## src/hdl/sdram_pkg.sv

```systemverilog
// Shared SDRAM controller types and constants, referenced by scoped name from the RTL and testbench
package sdram_pkg;

    // Pin command, bit order {cs_n, ras_n, cas_n, we_n}
    typedef enum logic [3:0] {
        CMD_MODE      = 4'b0000,
        CMD_REFRESH   = 4'b0001,
        CMD_PRECHARGE = 4'b0010,
        CMD_ACTIVE    = 4'b0011,
        CMD_WRITE     = 4'b0100,
        CMD_READ      = 4'b0101,
        CMD_NOP       = 4'b0111
    } sdram_cmd_e;

    // Word address field widths
    localparam int BANK_W      = 2;
    localparam int ROW_W       = 13;
    localparam int COL_W       = 9;
    localparam int WORD_ADDR_W = BANK_W + ROW_W + COL_W;

    // Word address split, bank in the top bits
    typedef struct packed {
        logic [BANK_W-1:0] bank;
        logic [ROW_W-1:0]  row;
        logic [COL_W-1:0]  col;
    } mem_addr_t;

    // One memory access from the bus side
    typedef struct packed {
        logic        valid;
        logic        write;
        mem_addr_t   addr;
        logic [15:0] wdata;
        logic [1:0]  be;      // Byte enables, bit 1 is the high byte
    } mem_req_t;

    // Column view of the SDRAM address bus
    typedef struct packed {
        logic [1:0] spare;
        logic       all_banks;   // A10, precharge all or auto precharge
        logic [9:0] col;
    } sdram_col_t;

    // Address bus as a row for ACTIVE, as a column for READ, WRITE, PRECHARGE and MODE
    typedef union packed {
        logic [ROW_W-1:0] row;
        sdram_col_t       colv;
    } sdram_addr_u;

    // Everything the phy puts on the pins for one cycle
    typedef struct packed {
        sdram_cmd_e        cmd;
        logic [BANK_W-1:0] ba;
        sdram_addr_u       addr;
        logic [1:0]        dqm;
        logic [15:0]       wdata;
        logic              wvalid;
    } sdram_pin_cmd_t;

    // Mode bits other than CAS latency (6:4), burst length 1 and sequential
    localparam logic [9:0] MODE_BURST1 = 10'b0_00_000_0_000;

endpackage

```

## src/hdl/apb_mem_port.sv

```systemverilog
// APB slave front end that turns each APB transfer into one held memory request
`timescale 1ns/10ps

module apb_mem_port (
    input  logic                              clk,
    input  logic                              rst_n,
    input  logic                              psel,
    input  logic                              penable,
    input  logic                              pwrite,
    input  logic [sdram_pkg::WORD_ADDR_W:0]   paddr,
    input  logic [15:0]                       pwdata,
    input  logic [1:0]                        pstrb,
    output logic [15:0]                       prdata,
    output logic                              pready,
    output sdram_pkg::mem_req_t               req,
    input  logic                              done,
    input  logic [15:0]                       rd_data
);

    logic start;

    // Access phase with nothing in flight
    // The pready cycle is excluded so a finishing transfer is not taken twice
    assign start = psel && penable && !req.valid && !pready;

    always_ff @(posedge clk) begin
        if (!rst_n) begin
            req.valid <= 1'b0;
            pready    <= 1'b0;
        end else begin
            // Single pready pulse, one cycle after done
            pready <= done;
            if (done) begin
                req.valid <= 1'b0;
                // Read word for the completing transfer
                if (!req.write) begin
                    prdata <= rd_data;
                end
            end else if (start) begin
                req.valid <= 1'b1;
                req.write <= pwrite;
                // Byte address to word address, bit 0 dropped
                // Strobes take its place
                req.addr  <= sdram_pkg::mem_addr_t'(paddr[sdram_pkg::WORD_ADDR_W:1]);
                req.wdata <= pwdata;
                // Reads always fetch both bytes
                req.be    <= pwrite ? pstrb : 2'b11;
            end
        end
    end

endmodule

```

## src/hdl/sdram_sequencer.sv

```systemverilog
// Command sequencer for init, refresh and single word accesses, stepping once per sync slot
`timescale 1ns/10ps

module sdram_sequencer #(
    parameter int SYNC_DIV    = 2,
    parameter int INIT_WAIT   = 20,
    parameter int CAS_LATENCY = 2
) (
    input  logic                      clk,
    input  logic                      rst_n,
    input  sdram_pkg::mem_req_t       req,
    output logic                      done,
    output logic [15:0]               rd_data,
    input  logic                      ref_req,
    output logic                      ref_grant,
    output sdram_pkg::sdram_pin_cmd_t pin_cmd,
    input  logic                      rd_valid,
    input  logic [15:0]               rd_word
);

    localparam int PH_W = (SYNC_DIV > 1) ? $clog2(SYNC_DIV) : 1;
    localparam int IW_W = $clog2(INIT_WAIT + 1);

    // Column view for precharge of all banks
    localparam sdram_pkg::sdram_col_t PRE_ALL = '{spare: 2'b00, all_banks: 1'b1, col: 10'd0};
    // Mode register word with CAS latency in 6:4
    localparam logic [9:0] MODE_WORD = sdram_pkg::MODE_BURST1 | 10'(CAS_LATENCY << 4);

    typedef enum logic [3:0] {
        S_INIT, S_INIT_REF1, S_INIT_REF2, S_INIT_MODE,
        S_IDLE, S_ACT, S_RD_WAIT, S_WR, S_PRE, S_REF
    } state_e;

    state_e          state;
    logic [PH_W-1:0] phase;
    logic            sync;
    logic [IW_W-1:0] init_cnt;
    logic [1:0]      slot_cnt;
    logic            rd_seen;

    // Sync slot every SYNC_DIV cycles
    assign sync = (phase == '0);

    always_ff @(posedge clk) begin
        if (!rst_n) begin
            phase <= '0;
        end else if (phase == PH_W'(SYNC_DIV - 1)) begin
            phase <= '0;
        end else begin
            phase <= phase + 1'b1;
        end
    end

    always_ff @(posedge clk) begin
        if (!rst_n) begin
            state          <= S_INIT;
            init_cnt       <= IW_W'(INIT_WAIT);
            slot_cnt       <= '0;
            rd_seen        <= 1'b0;
            done           <= 1'b0;
            ref_grant      <= 1'b0;
            pin_cmd.cmd    <= sdram_pkg::CMD_NOP;
            pin_cmd.dqm    <= 2'b11;
            pin_cmd.wvalid <= 1'b0;
        end else begin
            // Commands and pulses last one cycle
            pin_cmd.cmd    <= sdram_pkg::CMD_NOP;
            pin_cmd.dqm    <= 2'b11;
            pin_cmd.wvalid <= 1'b0;
            done           <= 1'b0;
            ref_grant      <= 1'b0;

            // Power-up wait, counted in cycles
            if (init_cnt != '0) begin
                init_cnt <= init_cnt - 1'b1;
            end

            // Read word can land between slots; note it and finish on the next slot
            if (state == S_RD_WAIT && rd_valid) begin
                done    <= 1'b1;
                rd_data <= rd_word;
                rd_seen <= 1'b1;
            end

            if (sync) begin
                case (state)
                    S_INIT: begin
                        if (init_cnt == '0) begin
                            pin_cmd.cmd       <= sdram_pkg::CMD_PRECHARGE;
                            pin_cmd.addr.colv <= PRE_ALL;
                            state             <= S_INIT_REF1;
                        end
                    end
                    S_INIT_REF1: begin
                        pin_cmd.cmd <= sdram_pkg::CMD_REFRESH;
                        state       <= S_INIT_REF2;
                    end
                    S_INIT_REF2: begin
                        pin_cmd.cmd <= sdram_pkg::CMD_REFRESH;
                        state       <= S_INIT_MODE;
                    end
                    S_INIT_MODE: begin
                        pin_cmd.cmd       <= sdram_pkg::CMD_MODE;
                        pin_cmd.ba        <= '0;
                        pin_cmd.addr.colv <= '{spare: 2'b00, all_banks: 1'b0, col: MODE_WORD};
                        state             <= S_IDLE;
                    end
                    S_IDLE: begin
                        // Access beats refresh; a refresh waits at most one access
                        if (req.valid) begin
                            pin_cmd.cmd      <= sdram_pkg::CMD_ACTIVE;
                            pin_cmd.ba       <= req.addr.bank;
                            pin_cmd.addr.row <= req.addr.row;
                            state            <= S_ACT;
                        end else if (ref_req) begin
                            pin_cmd.cmd <= sdram_pkg::CMD_REFRESH;
                            ref_grant   <= 1'b1;
                            slot_cnt    <= '0;
                            state       <= S_REF;
                        end
                    end
                    S_ACT: begin
                        // Request is held by the bus side, so its address is still valid
                        pin_cmd.ba        <= req.addr.bank;
                        pin_cmd.addr.colv <= '{spare: 2'b00, all_banks: 1'b0,
                                               col: {1'b0, req.addr.col}};
                        if (req.write) begin
                            pin_cmd.cmd    <= sdram_pkg::CMD_WRITE;
                            pin_cmd.dqm    <= ~req.be;
                            pin_cmd.wdata  <= req.wdata;
                            pin_cmd.wvalid <= 1'b1;
                            done           <= 1'b1;
                            state          <= S_WR;
                        end else begin
                            pin_cmd.cmd <= sdram_pkg::CMD_READ;
                            pin_cmd.dqm <= 2'b00;
                            state       <= S_RD_WAIT;
                        end
                    end
                    S_RD_WAIT: begin
                        if (rd_seen) begin
                            pin_cmd.cmd       <= sdram_pkg::CMD_PRECHARGE;
                            pin_cmd.addr.colv <= PRE_ALL;
                            rd_seen           <= 1'b0;
                            state             <= S_IDLE;
                        end
                    end
                    // One spare slot for write recovery
                    S_WR: state <= S_PRE;
                    S_PRE: begin
                        pin_cmd.cmd       <= sdram_pkg::CMD_PRECHARGE;
                        pin_cmd.addr.colv <= PRE_ALL;
                        state             <= S_IDLE;
                    end
                    S_REF: begin
                        // Refresh cycle time
                        if (slot_cnt == 2'd3) begin
                            state <= S_IDLE;
                        end else begin
                            slot_cnt <= slot_cnt + 1'b1;
                        end
                    end
                    default: state <= S_INIT;
                endcase
            end
        end
    end

endmodule

```

## src/hdl/refresh_timer.sv

```systemverilog
// Free-running refresh interval timer that raises and holds a refresh request until granted
`timescale 1ns/10ps

module refresh_timer #(
    parameter int REFRESH_INTERVAL = 200
) (
    input  logic clk,
    input  logic rst_n,
    input  logic ref_grant,
    output logic ref_req
);

    localparam int CNT_W = $clog2(REFRESH_INTERVAL + 1);

    logic [CNT_W-1:0] count;
    logic             expire;

    // Last cycle of the interval
    assign expire = (count == CNT_W'(1));

    always_ff @(posedge clk) begin
        if (!rst_n) begin
            count   <= CNT_W'(REFRESH_INTERVAL);
            ref_req <= 1'b0;
        end else begin
            // Reload on expiry, not on grant, so the period stays fixed
            if (expire) begin
                count <= CNT_W'(REFRESH_INTERVAL);
            end else begin
                count <= count - 1'b1;
            end
            // New expiry wins over a grant in the same cycle
            if (expire) begin
                ref_req <= 1'b1;
            end else if (ref_grant) begin
                ref_req <= 1'b0;
            end
        end
    end

endmodule

```

## src/hdl/sdram_phy.sv

```systemverilog
// SDRAM pin stage that registers command and write data and captures read data at CAS latency
`timescale 1ns/10ps

module sdram_phy #(
    parameter int CAS_LATENCY = 2
) (
    input  logic                           clk,
    input  logic                           rst_n,
    input  sdram_pkg::sdram_pin_cmd_t      pin_cmd,
    output sdram_pkg::sdram_cmd_e          sd_cmd,
    output logic [sdram_pkg::BANK_W-1:0]   sd_ba,
    output logic [sdram_pkg::ROW_W-1:0]    sd_addr,
    output logic [1:0]                     sd_dqm,
    output logic [15:0]                    dq_out,
    output logic                           dq_oe,
    input  logic [15:0]                    dq_in,
    output logic                           rd_valid,
    output logic [15:0]                    rd_word
);

    // One bit per cycle since each READ reached the pins
    logic [CAS_LATENCY-1:0] rd_pipe;

    // Control pins and read tracking
    always_ff @(posedge clk) begin
        if (!rst_n) begin
            sd_cmd   <= sdram_pkg::CMD_NOP;
            sd_dqm   <= 2'b11;
            dq_oe    <= 1'b0;
            rd_pipe  <= '0;
            rd_valid <= 1'b0;
        end else begin
            sd_cmd   <= pin_cmd.cmd;
            sd_dqm   <= pin_cmd.dqm;
            dq_oe    <= pin_cmd.wvalid;
            // Several reads may be in flight
            rd_pipe  <= (rd_pipe << 1) | CAS_LATENCY'(pin_cmd.cmd == sdram_pkg::CMD_READ);
            rd_valid <= rd_pipe[CAS_LATENCY-1];
        end
    end

    // Address and data pins
    always_ff @(posedge clk) begin
        sd_ba   <= pin_cmd.ba;
        // Union bits go out as is, whichever view the sequencer filled
        sd_addr <= pin_cmd.addr;
        dq_out  <= pin_cmd.wdata;
        // dq_in sampled CAS_LATENCY edges after the edge that drove READ out
        if (rd_pipe[CAS_LATENCY-1]) begin
            rd_word <= dq_in;
        end
    end

endmodule

```

## src/hdl/sdram_ctrl_top.sv

```systemverilog
// APB to SDR SDRAM controller top level, connects the bus port, sequencer, refresh timer and phy
`timescale 1ns/10ps

module sdram_ctrl_top #(
    parameter int SYNC_DIV         = 2,
    parameter int CAS_LATENCY      = 2,
    parameter int REFRESH_INTERVAL = 200,
    parameter int INIT_WAIT        = 20
) (
    input  logic                            clk,
    input  logic                            rst_n,
    // APB slave
    input  logic                            psel,
    input  logic                            penable,
    input  logic                            pwrite,
    input  logic [sdram_pkg::WORD_ADDR_W:0] paddr,
    input  logic [15:0]                     pwdata,
    input  logic [1:0]                      pstrb,
    output logic [15:0]                     prdata,
    output logic                            pready,
    // SDRAM pins, data bus split by direction
    output sdram_pkg::sdram_cmd_e           sd_cmd,
    output logic [sdram_pkg::BANK_W-1:0]    sd_ba,
    output logic [sdram_pkg::ROW_W-1:0]     sd_addr,
    output logic [1:0]                      sd_dqm,
    output logic [15:0]                     dq_out,
    output logic                            dq_oe,
    input  logic [15:0]                     dq_in
);

    sdram_pkg::mem_req_t       req;
    logic                      done;
    logic [15:0]               rd_data;
    logic                      ref_req;
    logic                      ref_grant;
    sdram_pkg::sdram_pin_cmd_t pin_cmd;
    logic                      rd_valid;
    logic [15:0]               rd_word;

    apb_mem_port u_apb (
        .clk     (clk),
        .rst_n   (rst_n),
        .psel    (psel),
        .penable (penable),
        .pwrite  (pwrite),
        .paddr   (paddr),
        .pwdata  (pwdata),
        .pstrb   (pstrb),
        .prdata  (prdata),
        .pready  (pready),
        .req     (req),
        .done    (done),
        .rd_data (rd_data)
    );

    sdram_sequencer #(
        .SYNC_DIV    (SYNC_DIV),
        .INIT_WAIT   (INIT_WAIT),
        .CAS_LATENCY (CAS_LATENCY)
    ) u_seq (
        .clk       (clk),
        .rst_n     (rst_n),
        .req       (req),
        .done      (done),
        .rd_data   (rd_data),
        .ref_req   (ref_req),
        .ref_grant (ref_grant),
        .pin_cmd   (pin_cmd),
        .rd_valid  (rd_valid),
        .rd_word   (rd_word)
    );

    refresh_timer #(
        .REFRESH_INTERVAL (REFRESH_INTERVAL)
    ) u_ref (
        .clk       (clk),
        .rst_n     (rst_n),
        .ref_grant (ref_grant),
        .ref_req   (ref_req)
    );

    sdram_phy #(
        .CAS_LATENCY (CAS_LATENCY)
    ) u_phy (
        .clk      (clk),
        .rst_n    (rst_n),
        .pin_cmd  (pin_cmd),
        .sd_cmd   (sd_cmd),
        .sd_ba    (sd_ba),
        .sd_addr  (sd_addr),
        .sd_dqm   (sd_dqm),
        .dq_out   (dq_out),
        .dq_oe    (dq_oe),
        .dq_in    (dq_in),
        .rd_valid (rd_valid),
        .rd_word  (rd_word)
    );

endmodule

```

## config.mk

```make
export PLATFORM = sky130hd
export DESIGN_NAME = sdram_ctrl_top
export DESIGN_NICKNAME = d
export VERILOG_FILES = /design/src/hdl/sdram_pkg.sv /design/src/hdl/apb_mem_port.sv /design/src/hdl/sdram_sequencer.sv /design/src/hdl/refresh_timer.sv /design/src/hdl/sdram_phy.sv /design/src/hdl/sdram_ctrl_top.sv
export SDC_FILE = /design/constraint.sdc
export NUM_CORES = 1
export LEC_CHECK = 0
export ABC_AREA = 1
export BUFFER_PORTS_ARGS = -buffer_cell sky130_fd_sc_hd__buf_2
export CAP_MARGIN = 20
export CORE_MARGIN = 2
export CORE_UTILIZATION = 35
export DETAILED_ROUTE_END_ITERATION = 7
export GPL_TIMING_DRIVEN = 0
export PLACE_DENSITY = 0.56
export SLEW_MARGIN = 20
export SYNTH_ARGS = -nofsm -noshare
export SYNTH_HDL_FRONTEND = slang
export SYNTH_SLANG_ARGS = --single-unit
```

## constraint.sdc

```tcl
create_clock -name clk -period 5.1 [get_ports clk]
set_input_delay 1.02 -clock clk [delete_from_list [all_inputs] [get_ports clk]]
set_output_delay 1.02 -clock clk [all_outputs]
set_load 0.05 [all_outputs]
```

-- Word-level counts from Yosys, hierarchy flattened
Cells that the tools add are included.
- register bits after elaboration: 196
- word-level logic and storage cells: 129
- output and inout port bits: 55
- eq/ne operators: 20
- reductions and logical operators: 28
- add/subtract/negate cells: 4
- bitwise operators: 8
- muxes and demuxes: 35
- operator list (cell ; count):
    $pmux W13 S6 ; 1
    $pmux W4 S9 ; 1
    $pmux W4 S7 ; 1
    $mux W13 ; 2
    $mux W4 ; 6
    $eq A4 B3 Y1 const B ; 5
    $mux W15 ; 1
    $mux W1 ; 14
    $reduce_and A5 Y1 ; 2
    $reduce_or A2 Y1 ; 5
    $mux W3 ; 3
    $eq A4 B2 Y1 const B ; 2
    $eq A4 B4 Y1 const B ; 2
    $eq A8 B1 Y1 const B ; 1
    $mux W2 ; 4
    $ne A2 B1 Y1 const B ; 4
    $reduce_and A4 Y1 ; 2
    $sub A8 B1 Y8 const B ; 1
    $ne A2 B2 Y1 const B ; 3
    $not A1 Y1 ; 6
    $pmux W2 S3 ; 1
    $reduce_and A3 Y1 ; 2
    $reduce_and A6 Y1 ; 1
    $reduce_bool A6 Y1 ; 1
    19 further kinds ; 24

-- Depth between registers and ports, before layout
- word-level depth: 6
- mapped depth: 9

-- By module
A second synthesis with hierarchy kept.
- cell total of the unflattened synthesis: 444
- area, all modules: 6407.4 um^2
- by module, submodules not included (module ; area each (um^2) ; cells an instance ; instances):
    sdram_sequencer ; 2681.3 ; 233 ; 1
    apb_mem_port ; 1880.6 ; 76 ; 1
    sdram_phy ; 1402.6 ; 79 ; 1
    refresh_timer ; 442.9 ; 56 ; 1

-- Worst setup path after synthesis
OpenSTA, ideal clock, no wires.
- path kind: input to register
- start: in rst_n
- end: reg, netlist name u_apb.req[0]
- data arrival time: 4494 ps
- required time: 4603 ps
- stages: 4
- slack: 110 ps
- library setup time: 497 ps
- path buffers: 1
- path through: buf_2 > inv_2 > or2_2 > nor3_1
- longest elaborated chain between the ends: 1
- ends and longest elaborated chain (item ; RTL line ; RTL):
    start: declaration ; sdram_ctrl_top.sv:11 ; input logic rst_n,
    $reduce_and A3 Y1 (no source line) ; - ;
No other way between the ends.
A chain may end at the register's enable or synchronous reset.

-- Worst setup path after layout
- start: in rst_n
- end: reg, netlist name u_apb.req[10]
- longest elaborated chain between the ends: 1
- ends and longest elaborated chain (item):
    $reduce_and A3 Y1 (no source line)
No other way between the ends.

==> results.sh <==
export IMPL_antennaDiodeCount=0
export IMPL_finalSetupTns_ns=0
export IMPL_firstDrtPassIters=4
export IMPL_buffer_ports_inserted=115
export IMPL_postCtsResizedCells=0
export IMPL_final_core_util_pct=44.7
export IMPL_avgSynthCellArea_um2=14.6
export IMPL_worstSetupPathType="input port to flip-flop"
export IMPL_hold_buffers=0
export IMPL_via_per_inst=4.32
export IMPL_layout_area_seq_um2=5100
export IMPL_clock_skew_final_ns=0.00845
export IMPL_slew_viol_final=0
export IMPL_timing_final_ws_setup_ns=2.47
export IMPL_worst_skew_pair_late_latency_ns=0.43
export IMPL_status="finished, final reports clean"
export IMPL_final_area_um2=7750
export IMPL_cp_end_kind="flip-flop"
export IMPL_area_used_by_multi_input_combinational_logic_um2=948
export IMPL_die_height_um=137
export IMPL_required_arrival_time_at_the_worst_endpoint_ns=5.24
export IMPL_layout_drive_gt1_share_pct=31.3
export IMPL_ant_nets=0
export IMPL_antenna_found_initial=0
export IMPL_drt_first_iter_violations=194
export IMPL_vdd_ir_drop_max_v=0.000268
export IMPL_coreArea_um2=17400
export IMPL_routed_length_per_placed_instance_um=13.3
export IMPL_cts_buffers=17
export IMPL_finalHoldViolations=0
export IMPL_dpl_hpwl_um=7670
export IMPL_synth_top_area_share_pct=58.9
export IMPL_critPathArrivalTime_ns=2.77
export IMPL_layout_area_overhead_vs_synth_pct=24.6
export IMPL_place_inst=769
export IMPL_grt_max_degree=20
export IMPL_layout_nets=631
export IMPL_yosysUniqueCellTypes=30
export IMPL_period_minus_slack_ns=2.63
export IMPL_cts_htree_levels=4
export IMPL_routed_wl_um=10700
export IMPL_pwr_density_cell_nw_per_um2=500
export IMPL_p_leak_nw=3.12
export IMPL_placement_cell_area_um2=7120
export IMPL_synth_yosys_warnings=0
export IMPL_post_layout_total_power_mw=3.87
export IMPL_numClockSinks=194
export IMPL_start_kind="input port"
export IMPL_initial_cell_density_of_the_core_pct=35.8
export IMPL_whs_ns=0.342
export IMPL_crit_path_max_fanout=10
export IMPL_ff_latch_count_synth=194
export IMPL_grt_first_pass_wirelength_um=17300
export IMPL_syn_cell_area_um2=6220
export IMPL_timing_max_slew_rel_slack_pct=42.2
export IMPL_die_w_um=137
export IMPL_cts_setup_buffers=0
export IMPL_io_pin_count=119
export IMPL_clockBufferDepth=2
export IMPL_rsz0062_at_grt="no"
export IMPL_track_usage_pct=12.4
export IMPL_post_synth_top_area_cell="edfxtp_1"
export IMPL_finalSetupViolations=0
export IMPL_grt_overflow_total=0
export IMPL_synth_net_count=493
export IMPL_cts_tree="built"
export IMPL_hold_class="flip-flop to flip-flop"
export IMPL_post_place_setup_slack_ns=1.97
export IMPL_worst_slew_pin_slew_ns=0.865
export IMPL_die_area_um2=18900
export IMPL_remaining_drc_errors=0
export IMPL_fin_crit_share_pct=51.6
export IMPL_final_cells=801
export IMPL_yosys_top_cells_area="edfxtp_1 (59%), dfxtp_1 (23%), nand2_1 (3.1%)"
export IMPL_std_cell_rows=48
export IMPL_gp_congestion=0.838
export IMPL_achievable_frequency_mhz=380
export IMPL_clkSlewWorstSetupHoldPaths_ns=0.07
export IMPL_drv_cap=0
export IMPL_route_vias_total=3460
export IMPL_first_global_vias=3491
export IMPL_postSynthCellCount=425
export IMPL_synth_yosys_seq_area_share_pct=82.1
export IMPL_fillCellCount=1557
export IMPL_cts_root_buffer="clkbuf_16"
==> power by group <==
part	switching [mW]	internal [mW]
registers	0.0646	1.81
logic	0.444	0.190
clock network	0.603	0.762
==> kinds of logic (layout without fill, tap and decap cells) <==
kind of cell | count (synthesis) | after routing | share of synthesized area (%)
flip-flops | 194 | 194 | 82.1
AND/OR/NAND/NOR | 143 | 143 | 10.4
buffers and inverters | 47 | 198 | 3.00
AO/OA/AOI/OAI | 32 | 32 | 3.14
adder cells (fa/ha/maj) | 4 | 4 | 0.805
XOR/XNOR | 4 | 4 | 0.563
other | 1 | 1 | 0.0603
==> cell usage in the layout (no fill, tap or decap), types with 2 or more instances in the layout <==
| cell type | instances |
|---|---|
| ha_1 | 4 |
| a22o_1 | 8 |
| o21ai_0 | 12 |
| edfxtp_1 | 122 |
| nor2_4 | 2 |
| nand4_1 | 4 |
| clkbuf_16 | 17 |
| buf_4 | 6 |
| dfxtp_1 | 72 |
| nand3_2 | 2 |
| or2_2 | 5 |
| a21oi_1 | 10 |
| or2_1 | 2 |
| nand3b_1 | 2 |
| nand2_1 | 52 |
| bufinv_16 | 2 |
| nor2_2 | 7 |
| nor2_1 | 44 |
| nor3_1 | 6 |
| xor2_1 | 3 |
| inv_6 | 3 |
| nand3_1 | 13 |
| inv_2 | 5 |
| inv_1 | 37 |
| inv_8 | 5 |
| clkinv_4 | 2 |
| buf_2 | 117 |
==> state kept, by name, summed over array words and instances (netlist names), 2 cells and up <==
register / flops
u_seq.rd_data: 16
u_phy.sd_dqm: 2
u_apb.req: 44
u_seq.pin_cmd: 37
u_phy.sd_ba: 2
u_seq.slot_cnt: 2
u_apb.prdata: 16
u_phy.sd_addr: 13
u_seq.init_cnt: 5
u_ref.count: 8
u_seq.state: 4
u_phy.sd_cmd: 3
u_phy.dq_out: 16
u_phy.rd_pipe: 2
u_phy.rd_word: 16
==> layer usage <==
layer	track usage (%)	share of wire, %
met2	21.1	51
met4	4.70	1.3
met5	0	0
met3	4.38	5.4
met1	14.3	42
==> worst max-delay path, stage by stage <==
cell    delay (ns)
buf_2         0.22
inv_2         0.13
or2_2         0.32
nor3_2        0.58
buf_4         0.30
buf_4         0.19
==> area by class of cell <==
class                           count  area share, %
Inverter                           42           2.03
Clock inverter                     14           2.37
Sequential cell                   194           65.9
Multi-Input combinational cell    184           12.2
Timing Repair Buffer              119           7.81
Buffer                              5          0.371
Tap cell                          225           3.63
Clock buffer                       18           5.67
==> path summary, 6_finish.rpt <==
kind                                     endpoint  depth (start not counted)  slack, ns         startpoint
worst max register to register  u_seq.pin_cmd[11]                          6       2.95     u_seq.state[0]
worst max-delay path                u_apb.req[10]                          6       2.47              rst_n
worst min register to register   u_phy.sd_addr[0]                          0       0.34  u_seq.pin_cmd[19]
worst min-delay path             u_phy.sd_addr[0]                          0       0.34  u_seq.pin_cmd[19]
==> synth_stat cells <==
master / n
nand3_2: 2
or2_2: 5
edfxtp_1: 122
buf_4: 2
o22ai_1: 1
nand3_1: 13
xor2_1: 3
nand2_1: 52
dfxtp_1: 72
ha_1: 4
nor2_1: 47
nor2_2: 4
nor3_2: 1
nor4_1: 1
nand3b_1: 2
nand2_2: 1
inv_1: 37
nor3_1: 7
nand4_1: 4
buf_1: 1
a22o_1: 8
o21ai_2: 1
or2_1: 2
a21oi_1: 10
conb_1: 1
buf_2: 2
nor2_4: 2
inv_2: 5
xnor2_1: 1
o21ai_0: 12
No activity file was read; power rests on OpenSTA's default activity.
